`config.mk`:
```
export PLATFORM = sky130hd
export DESIGN_NAME = prioritised_fifo
export DESIGN_NICKNAME = d
export VERILOG_FILES = /design/src/source/stream_pkg.sv /design/src/source/fifo_pkg.sv /design/src/source/sync_fifo.sv /design/src/source/priority_arbiter.sv /design/src/source/prioritised_fifo.sv
export SDC_FILE = /design/constraint.sdc
export NUM_CORES = 1
export LEC_CHECK = 0
export BUFFER_PORTS_ARGS = -buffer_cell sky130_fd_sc_hd__buf_4
export CORE_MARGIN = 2
export CORE_UTILIZATION = 48
export CTS_CLUSTER_SIZE = 14
export DETAILED_ROUTE_END_ITERATION = 10
export GPL_TIMING_DRIVEN = 0
export PLACE_DENSITY = 0.62
export SYNTH_ARGS = -nofsm -noshare
export SYNTH_HDL_FRONTEND = slang
export SYNTH_SLANG_ARGS = --single-unit
```
`constraint.sdc`:
```
create_clock -name clock -period 4.65 [get_ports clock]
set_input_delay 0.2325 -clock clock [delete_from_list [all_inputs] [get_ports clock]]
set_output_delay 0.2325 -clock clock [all_outputs]
set_load 0.1 [all_outputs]
```
`src/source/stream_pkg.sv`:
```
package stream_pkg;

    // Width of one word on every stream of the design
    localparam int DATA_WIDTH = 32;

    // One word as it travels on the input and output streams
    typedef logic [DATA_WIDTH-1:0] stream_data_t;

    // Class of the queue a word came from
    // HIGH words are always served before LOW words that are waiting
    typedef enum logic {
        HIGH = 1'b0,
        LOW  = 1'b1
    } prio_t;

endpackage

```
`src/source/fifo_pkg.sv`:
```
package fifo_pkg;

    // Number of words each input queue can hold
    // The pointers rely on this being a power of two so that they wrap by overflow
    localparam int FIFO_DEPTH = 16;

    // Bits needed to index one slot of the buffer
    localparam int PTR_WIDTH = $clog2(FIFO_DEPTH);

    // The occupancy needs one more bit than the index to hold the full value
    localparam int COUNT_WIDTH = PTR_WIDTH + 1;

    // Read or write index into the circular buffer
    typedef logic [PTR_WIDTH-1:0] fifo_ptr_t;

    // Number of words held, from 0 up to FIFO_DEPTH
    typedef logic [COUNT_WIDTH-1:0] fifo_count_t;

    // State of the output register in the arbiter
    // OUT_EMPTY means the slot can take a word on the next edge
    // OUT_HELD means a word is presented on the output stream
    typedef enum logic {
        OUT_EMPTY = 1'b0,
        OUT_HELD  = 1'b1
    } out_state_t;

endpackage

```
`src/source/sync_fifo.sv`:
```
`timescale 1ns/1ps

module sync_fifo (
    input  logic                    clock,
    input  logic                    rst_n,

    input  stream_pkg::stream_data_t in_data,
    input  logic                    in_valid,
    output logic                    in_ready,

    output stream_pkg::stream_data_t out_data,
    output logic                    out_valid,
    input  logic                    out_ready
);

    import stream_pkg::*;
    import fifo_pkg::*;

    // Storage for the queued words
    stream_data_t mem [FIFO_DEPTH];

    // Next slot to be written by the upstream source
    fifo_ptr_t wr_ptr;

    // Slot holding the oldest word, which is shown on out_data
    fifo_ptr_t rd_ptr;

    // Words currently stored
    fifo_count_t count;

    // Handshake completions on each side in this cycle
    logic do_write;
    logic do_read;

    // Ready and valid come straight from the registered count
    // Neither of them looks at the valid or ready of its own link
    assign in_ready  = (count < fifo_count_t'(FIFO_DEPTH));
    assign out_valid = (count != '0);

    // The oldest word is always visible, even while out_valid is low
    assign out_data = mem[rd_ptr];

    assign do_write = in_valid && in_ready;
    assign do_read  = out_valid && out_ready;

    // The buffer itself is plain storage and keeps its contents over reset
    always_ff @(posedge clock) begin
        if (do_write) begin
            mem[wr_ptr] <= in_data;
        end
    end

    // Pointers advance on their own handshake and wrap at the buffer end
    always_ff @(posedge clock) begin
        if (!rst_n) begin
            wr_ptr <= '0;
            rd_ptr <= '0;
        end else begin
            if (do_write) begin
                wr_ptr <= wr_ptr + 1'b1;
            end
            if (do_read) begin
                rd_ptr <= rd_ptr + 1'b1;
            end
        end
    end

    // Occupancy moves by one on a lone write or a lone read
    // A read and a write on the same edge cancel out
    always_ff @(posedge clock) begin
        if (!rst_n) begin
            count <= '0;
        end else begin
            case ({do_write, do_read})
                2'b10: begin
                    count <= count + 1'b1;
                end
                2'b01: begin
                    count <= count - 1'b1;
                end
                default: begin
                    count <= count;
                end
            endcase
        end
    end

    // The occupancy can never go past the size of the buffer
    a_count_range: assert property (
        @(posedge clock) disable iff (!rst_n)
        count <= fifo_count_t'(FIFO_DEPTH)
    ) else $error("sync_fifo count %0d above depth", count);

    // A full queue that is not being read must not move its write pointer
    // This catches a write slipping in while the queue is full
    a_no_write_when_full: assert property (
        @(posedge clock) disable iff (!rst_n)
        (count == fifo_count_t'(FIFO_DEPTH)) && !do_read |=> $stable(wr_ptr)
    ) else $error("sync_fifo written while full");

    // An empty queue must not move its read pointer on the next edge
    a_no_read_when_empty: assert property (
        @(posedge clock) disable iff (!rst_n)
        (count == '0) |=> $stable(rd_ptr)
    ) else $error("sync_fifo read while empty");

    // The upstream source keeps its word and its valid until the queue takes it
    a_source_hold: assert property (
        @(posedge clock) disable iff (!rst_n)
        in_valid && !in_ready |=> in_valid && $stable(in_data)
    ) else $error("sync_fifo source dropped or changed a pending word");

endmodule

```
`src/source/priority_arbiter.sv`:
```
`timescale 1ns/1ps

module priority_arbiter (
    input  logic                    clock,
    input  logic                    rst_n,

    input  stream_pkg::stream_data_t hp_data,
    input  logic                    hp_valid,
    output logic                    hp_ready,

    input  stream_pkg::stream_data_t lp_data,
    input  logic                    lp_valid,
    output logic                    lp_ready,

    output stream_pkg::stream_data_t data_out,
    output logic                    data_out_valid,
    input  logic                    data_out_ready
);

    import stream_pkg::*;
    import fifo_pkg::*;

    // Whether the output register currently presents a word
    out_state_t state;

    // Word presented on the output stream
    stream_data_t data_reg;

    // The slot is free when it is empty or its word leaves on this edge
    logic slot_free;

    // A new word enters the register on this edge
    logic load;

    // The high queue wins whenever it has something to offer
    logic take_hp;

    assign slot_free = (state == OUT_EMPTY) || data_out_ready;
    assign load      = slot_free && (hp_valid || lp_valid);
    assign take_hp   = hp_valid;

    // Exactly the chosen queue is popped when the register loads
    // Under back-pressure slot_free is low so both queues stay untouched
    assign hp_ready = load && take_hp;
    assign lp_ready = load && !take_hp && lp_valid;

    assign data_out       = data_reg;
    assign data_out_valid = (state == OUT_HELD);

    // Control state of the output slot
    always_ff @(posedge clock) begin
        if (!rst_n) begin
            state <= OUT_EMPTY;
        end else if (load) begin
            state <= OUT_HELD;
        end else if (state == OUT_HELD && data_out_ready) begin
            // Word accepted downstream and nothing waiting behind it
            state <= OUT_EMPTY;
        end
    end

    // Payload follows the load decision and needs no reset
    always_ff @(posedge clock) begin
        if (load) begin
            data_reg <= take_hp ? hp_data : lp_data;
        end
    end

    // A presented word stays on the bus until the sink takes it
    a_out_hold: assert property (
        @(posedge clock) disable iff (!rst_n)
        data_out_valid && !data_out_ready |=> data_out_valid && $stable(data_out)
    ) else $error("priority_arbiter changed data_out under back-pressure");

    // Only one queue is popped on any edge
    a_one_pop: assert property (
        @(posedge clock) disable iff (!rst_n)
        !(hp_ready && lp_ready)
    ) else $error("priority_arbiter popped both queues");

    // The low queue is never served while the high queue offers a word
    a_lp_blocked: assert property (
        @(posedge clock) disable iff (!rst_n)
        lp_ready |-> !hp_valid
    ) else $error("priority_arbiter served low queue over a waiting high word");

endmodule

```
`src/source/prioritised_fifo.sv`:
```
`timescale 1ns/1ps

module prioritised_fifo (
    input  logic                    clock,
    input  logic                    rst_n,

    // High-priority input stream
    input  stream_pkg::stream_data_t data_in_hp,
    input  logic                    data_in_hp_valid,
    output logic                    data_in_hp_ready,

    // Low-priority input stream
    input  stream_pkg::stream_data_t data_in_lp,
    input  logic                    data_in_lp_valid,
    output logic                    data_in_lp_ready,

    // Merged output stream
    output stream_pkg::stream_data_t data_out,
    output logic                    data_out_valid,
    input  logic                    data_out_ready
);

    import stream_pkg::*;

    // Head of the high-priority queue towards the arbiter
    stream_data_t hp_q_data;
    logic         hp_q_valid;
    logic         hp_q_ready;

    // Head of the low-priority queue towards the arbiter
    stream_data_t lp_q_data;
    logic         lp_q_valid;
    logic         lp_q_ready;

    // Each class gets its own queue so that it keeps its arrival order
    sync_fifo hp_queue (
        .clock     (clock),
        .rst_n     (rst_n),
        .in_data   (data_in_hp),
        .in_valid  (data_in_hp_valid),
        .in_ready  (data_in_hp_ready),
        .out_data  (hp_q_data),
        .out_valid (hp_q_valid),
        .out_ready (hp_q_ready)
    );

    sync_fifo lp_queue (
        .clock     (clock),
        .rst_n     (rst_n),
        .in_data   (data_in_lp),
        .in_valid  (data_in_lp_valid),
        .in_ready  (data_in_lp_ready),
        .out_data  (lp_q_data),
        .out_valid (lp_q_valid),
        .out_ready (lp_q_ready)
    );

    // The output stage drains the high queue first and adds one cycle of latency
    priority_arbiter arbiter (
        .clock          (clock),
        .rst_n          (rst_n),
        .hp_data        (hp_q_data),
        .hp_valid       (hp_q_valid),
        .hp_ready       (hp_q_ready),
        .lp_data        (lp_q_data),
        .lp_valid       (lp_q_valid),
        .lp_ready       (lp_q_ready),
        .data_out       (data_out),
        .data_out_valid (data_out_valid),
        .data_out_ready (data_out_ready)
    );

endmodule

```
Word-level counts from Yosys, hierarchy flattened --
Memories as Yosys holds them, arrays and structs flattened. A register that Yosys moved wholly into a read port is not among the register bits. Cells that the tools add are included.
Word-level totals: input bits 69, logic and storage cells 55, memories 2, output and inout bits 35, register bits 59, bits in writable memories 1024
Memory list:
- hp_queue.mem | words 16, bits a word 32, read ports 1, clocked after memory_dff 1, write ports 1, RTL line sync_fifo.sv:20 | stream_data_t mem [FIFO_DEPTH];
- lp_queue.mem | words 16, bits a word 32, read ports 1, clocked after memory_dff 1, write ports 1, RTL line sync_fifo.sv:20
Operators by class: reductions and logical operators 17, bitwise operators 1, $lt $le $gt $ge 2, equal/unequal tests 4, multiplexer cells 13, $add $sub $neg 8
Operators with widths (count):
- $mux 32 | 1
- $pmux 5 s2 | 2
- $add 4x1->4 const B | 4
- $mux 4 | 4
- $add 5x1->5 const B | 2
- $lt 5x5->1 const B | 2
- $reduce_bool 5->1 | 2
- $sub 5x1->5 const B | 2
- $logic_and 1x1->1 | 9
- $mux 1 | 6
- $reduce_bool 2->1 | 3
- $eq 2x1->1 const B | 2
- $eq 2x2->1 const B | 2
- $logic_or 1x1->1 | 2
- $logic_not 1->1 | 1
- $not 1->1 | 1

Depth between registers and ports, before layout --
depth in word-level cells 8, gate-level depth with buffers 12, mapped depth without buffers 11

Cells and area by module --
A second synthesis with hierarchy kept.
Unflattened totals: cell total of the unflattened synthesis 1727, area total of the unflattened synthesis 42037.8 µm²
By module, submodules not included:
- sync_fifo | cells an instance 826, instances 2, area an instance 20248.2 µm², sequential area each 15715.1 µm²
- priority_arbiter | cells an instance 75, instances 1, area an instance 1541.5 µm², sequential area each 980.9 µm²

Worst setup path after synthesis --
Ideal clock, no wire load.
path type reg2reg, start register hp_queue.count[4], end memory hp_queue.mem[3][0] in the netlist's numbering (enable), arrival time 3.080 ns, required time 4.189 ns, slack 1.109 ns, library setup time 0.461 ns, cell stages (with the launch flop) 5, path through dfxtp_1 nor2b_1 clkbuf_1 nand2_1 nor3_1
On the way: cells in the longest elaborated chain, start to end 4
RTL lines:
- start, declared | RTL line sync_fifo.sv:29 | fifo_count_t count;
- start signal, assigned | RTL line sync_fifo.sv:76 | count <= count + 1'b1;
- start signal, assigned | RTL line sync_fifo.sv:79 | count <= count - 1'b1;
- start signal, assigned | RTL line sync_fifo.sv:82 | count <= count;
- $lt 5x5->1 | RTL line sync_fifo.sv:37 | assign in_ready = (count < fifo_count_t'(FIFO_DEPTH));
- $logic_and 1x1->1 | RTL line sync_fifo.sv:43 | assign do_write = in_valid && in_ready;
- $mux 1 | RTL line sync_fifo.sv:48 | if (do_write) begin
- $mux 1 (not written as such) | RTL line sync_fifo.sv:49 | mem[wr_ptr] <= in_data;
- end, declared | RTL line sync_fifo.sv:20
No other way between the ends.

Worst setup path in the final report --
start register lp_queue.count[1], end register lp_queue.count[4]
On the way: cells in the longest elaborated chain, start to end 8
RTL lines:
- start, declared | RTL line sync_fifo.sv:29
- start signal, assigned | RTL line sync_fifo.sv:76
- start signal, assigned | RTL line sync_fifo.sv:79
- start signal, assigned | RTL line sync_fifo.sv:82
- $reduce_bool 5->1 * | RTL line sync_fifo.sv:38 | assign out_valid = (count != '0);
- $logic_or 1x1->1 | RTL line priority_arbiter.sv:39 | assign load = slot_free && (hp_valid || lp_valid);
- $logic_and 1x1->1 | RTL line priority_arbiter.sv:39
- $logic_and 1x1->1 (2 in a row) | RTL line priority_arbiter.sv:45 | assign lp_ready = load && !take_hp && lp_valid;
- $logic_and 1x1->1 * | RTL line sync_fifo.sv:44 | assign do_read = out_valid && out_ready;
- named net lp_queue.do_read | RTL line sync_fifo.sv:33 | logic do_read;
- $eq 2x1->1 / $eq 2x2->1 (equally long branches) | RTL line sync_fifo.sv:74 | case ({do_write, do_read})
- $pmux 5 s2 / $reduce_bool 2->1 (equally long branches)
The timed path passes the listed nets; every way through them passes the cells marked *. A chain may end at the register's enable or synchronous reset.

==> results by group <==
Status
  • Outcome: finished clean

Critical path
  • CP Cell Sequence: or2_2, nor4_1, nor2_1, ha_1, clkbuf_1, xor2_1, ha_1, a31oi_1, o21ai_0, a221oi_1, mux2i_1
  • Slowest cell delay on critical path: 0.90 ns
  • Worst path required time: 5.24 ns
  • Worst R2R Start: lp_queue.count[1]$_SDFFE_PN0P_
  • Buf/Inv on CP: 1
  • CP delay by family, top: simple AND/OR/NAND/NOR gates
  • Critical Path AT: 4.37 ns
  • WS Path Type: flip-flop to flip-flop
  • Reg2reg setup slack: 0.86 ns
  • CP dominant cell by count: ha_1
  • Critical path depth in cells: 11
  • Reg2reg path depth: 11
  • Worst Setup End Kind: flip-flop
  • Worst setup path startpoint: lp_queue.count[1]$_SDFFE_PN0P_
  • Critical Path End: lp_queue.count[4]$_SDFFE_PN0P_
  • Reg2reg end: lp_queue.count[4]$_SDFFE_PN0P_
  • Critical path's slowest cell: nor4_1
  • Crit path max fanout: 10
  • Startpoint Class: flip-flop

Clocking
  • Clk_lat worst skew: 0.66 ns
  • H-tree levels: 3
  • Root Driver: clkbuf_16
  • CTS resizes: 0
  • Max clock buf depth: 3
  • CTS tree: done
  • CTS clk-pin slew, worst paths: 0.06 ns
  • CTS sink count: 1091
  • CTS Buf Count: 106

Pwr
  • Power Density: 557 nW/um2
  • Total Power: 27.0 mW
  • Maximum VDD drop: 462 uV
  • Pleak: 15.2 nW

Logic synthesis
  • Netlist cell types: 44
  • Synth Area in Simple Gates: 0.0191
  • Mux cell area share after synthesis: 0.158
  • Asr flop ratio synth: 0
  • Synth Net Count: 1923
  • Synthesis Warnings: 0
  • Combinational family with the most area after synthesis: multiplexers
  • XOR/XNOR Fraction of Synth Area: 0.00317
  • Cell count after synthesis: 1836
  • Seq/Total Area, Yosys: 0.781
  • Compound-Gate Fraction of Synth Area: 0.0211
  • Dominant synthesized flop cell: edfxtp_1
  • Yosys reg bits: 1091
  • Post-Synth Adder-Cell Area: 0.00561
  • Syn Area/Cell: 22.6 um2
  • Syn Std Cell Area: 41500 um2
  • Number of synthesized flops with an enable pin: 1056

Die
  • Die ar.: 88800 um2
  • CORE AREA: 85400 um2
  • Initial Util: 0.486
  • Die Ht: 298 um
  • I/O pins: 104
  • Number of core rows: 107
  • DIE WIDTH: 298 um

Final layout
  • Commonest non-fill, non-tap cell in the layout: edfxtp_1
  • Post-Layout Cell Count: 3383
  • Most frequent cells in the layout: edfxtp_1 (1056), mux4_2 (256), clkbuf_16 (109)
  • Design Area, Final: 48600 um2
  • Layout cells sized above 1: 0.302
  • Layout Nets: 2242
  • Area Growth Syn to Fin: 17.1%
  • Final core occ: 0.569

Job
  • Max_cap viols: 0

Detailed routing
  • Total Wirelength: 96.6 mm
  • DRC errors left: 0
  • Drt wl/cell: 28.6 um
  • TritonRoute pass-1 iters: 5
  • Final ANT Viol Nets: 0
  • Via-per-instance ratio: 5.87
  • DRT met1 WL: 38.6 mm
  • Highest metal used: met4
  • Vias after detailed routing: 19900
  • Met3 WL: 6.76 mm
  • Detailed Route Iter0 Violations: 2113
  • Routed wl met2: 48.1 mm

Timing
  • Slew @ Worst Pin: 1.17 ns
  • Final setup skew: 0.0219 ns
  • Final worst path period need: 3.79 ns
  • Endpoints failing setup: 0
  • RSZ-0062 raised after global routing: no
  • Final hold violations: 0
  • Fmax: 264 MHz
  • Period Utilization, post-route: 0.814
  • Slew Viols, Final: 0
  • Relative slew slack: 0.210
  • Setup TNS Final: 0 ns

Hold path
  • HP Class: input port to flip-flop
  • Hold Path Origin: data_in_lp_valid

Global route
  • Largest net degree at the start of global routing: 25
  • Initial antenna violation count: 1
  • Total track usage: 0.220
  • GRT overflow: 0
  • Via count of the first global-routing pass: 20800
  • First-pass GRT wire length: 140 mm

Placement
  • PortBufs: 102
  • Placed insts: 3125
  • GP Congestion: 0.748
  • Placed Instance Area: 44600 um2
  • HPWL Detailed: 59.4 mm
-- worst min path at each step --
stage	end	slack, ns	cells after the start
6_report	lp_queue.wr_ptr[1]$_SDFFE_PN0P_	0.06	4
4_1_cts	lp_queue.wr_ptr[1]$_SDFFE_PN0P_	0.03	4
5_1_grt	lp_queue.wr_ptr[0]$_SDFFE_PN0P_	0.09	4
2_1_floorplan	hp_queue.mem[0][0]$_DFFE_PP_	0.33	0
3_3_place_gp	hp_queue.count[3]$_SDFFE_PN0P_	0.49	2
3_5_place_dp	hp_queue.count[3]$_SDFFE_PN0P_	0.50	2
-- cell usage after synthesis (2+ instances only) --
| cell | instances | share of area |
|---|---|---|
| edfxtp_1 | 1056 | 0.76 |
| nand3_1 | 41 | 0.0049 |
| buf_4 | 5 | 0.00090 |
| xor2_1 | 10 | 0.0021 |
| mux2i_1 | 6 | 0.0014 |
| mux4_2 | 256 | 0.14 |
| nor2_1 | 44 | 0.0040 |
| a21oi_1 | 13 | 0.0016 |
| buf_6 | 6 | 0.0016 |
| nand4_1 | 3 | 0.00045 |
| o21ai_0 | 3 | 0.00036 |
| nor2b_1 | 4 | 0.00060 |
| nor3b_1 | 2 | 0.00036 |
| inv_1 | 13 | 0.0012 |
| buf_2 | 20 | 0.0024 |
| ha_1 | 17 | 0.0051 |
| nand2_1 | 20 | 0.0018 |
| a22oi_1 | 96 | 0.017 |
| nand2b_1 | 5 | 0.00075 |
| and2_1 | 18 | 0.0027 |
| nor3b_2 | 2 | 0.00060 |
| nor3_1 | 8 | 0.00097 |
| buf_1 | 8 | 0.00072 |
| mux2_2 | 64 | 0.017 |
| a31oi_1 | 2 | 0.00030 |
| a21o_1 | 3 | 0.00054 |
| dfxtp_1 | 35 | 0.017 |
| xnor2_1 | 5 | 0.0011 |
| and3_1 | 3 | 0.00045 |
| clkbuf_1 | 54 | 0.0049 |
-- final cells by class --
class | count | area [um2]
fillers | 6304 | 36900
flip-flops and latches | 1091 | 32400
multi-input cells | 638 | 8720
clock buffers | 134 | 2820
repair buffers | 211 | 2200
well taps | 1144 | 1430
clock inverters | 56 | 484
plain buffers | 93 | 438
inverters | 14 | 52.6
diodes | 2 | 5.00
-- report_power, final --
group	leakage [nW]	switching, mW	internal, mW	total (mW)
registers	9.85	0.192	11.4	11.6
clock network	1.61	3.50	4.76	8.26
logic	3.76	4.54	2.61	7.14
-- metrics by stage --
step | hold WS, ns | worst slack, ns
2_1_floorplan | 0.331 | 1.11
3_3_place_gp | 0.494 | -1.91
3_5_place_dp | 0.503 | 0.900
4_1_cts | 0.0267 | 0.885
5_1_grt | 0.0863 | 0.516
6_report | 0.0649 | 0.865
-- worst register-to-register path, delay by kind of cell, from the launching register on --
kind,cells,cell delay [ns]
DFF,1,0.37
xor gates and xnor gates,1,0.20
adders and majority gates,2,0.56
and+or+nand+nor,3,1.48
buffers and inverters,1,0.22
AOI/OAI and AO/OA,3,0.66
muxes,1,0.23
-- kinds of logic (layout without fill, tap and decap cells) --
kind of cell             after synthesis  after routing
flip-flops                          1091           1091
AND/OR/NAND/NOR                      157            157
XOR/XNOR                              15             15
buffers and inverters                107            508
other                                  0              2
AO/OA/AOI/OAI                        122            122
adder cells (fa/ha/maj)               18             18
multiplexers                         326            326
-- what timing repair did --
item | CTS | global route
hold buffers | 66 | 0
hold endpoints to repair | 1029 | 0
buffers inserted | 0 | 0
setup endpoints to repair | 0 | 0
-- sequential cells by signal (all words and copies together), names as in the netlist, named ones only --
name                    cells
arbiter.data_out           32
arbiter.data_out_valid      1
hp_queue.count              5
hp_queue.mem              512
hp_queue.rd_ptr             4
hp_queue.wr_ptr             4
lp_queue.count              5
lp_queue.mem              512
lp_queue.rd_ptr             4
lp_queue.wr_ptr             4
-- routing by layer --
metal,GRT usage,vias up
met5,0,-
met4,0.0809,0
met3,0.0352,128
met2,0.360,771
met1,0.300,10600
li1,-,8406
(Power assumes the default switching activity.)
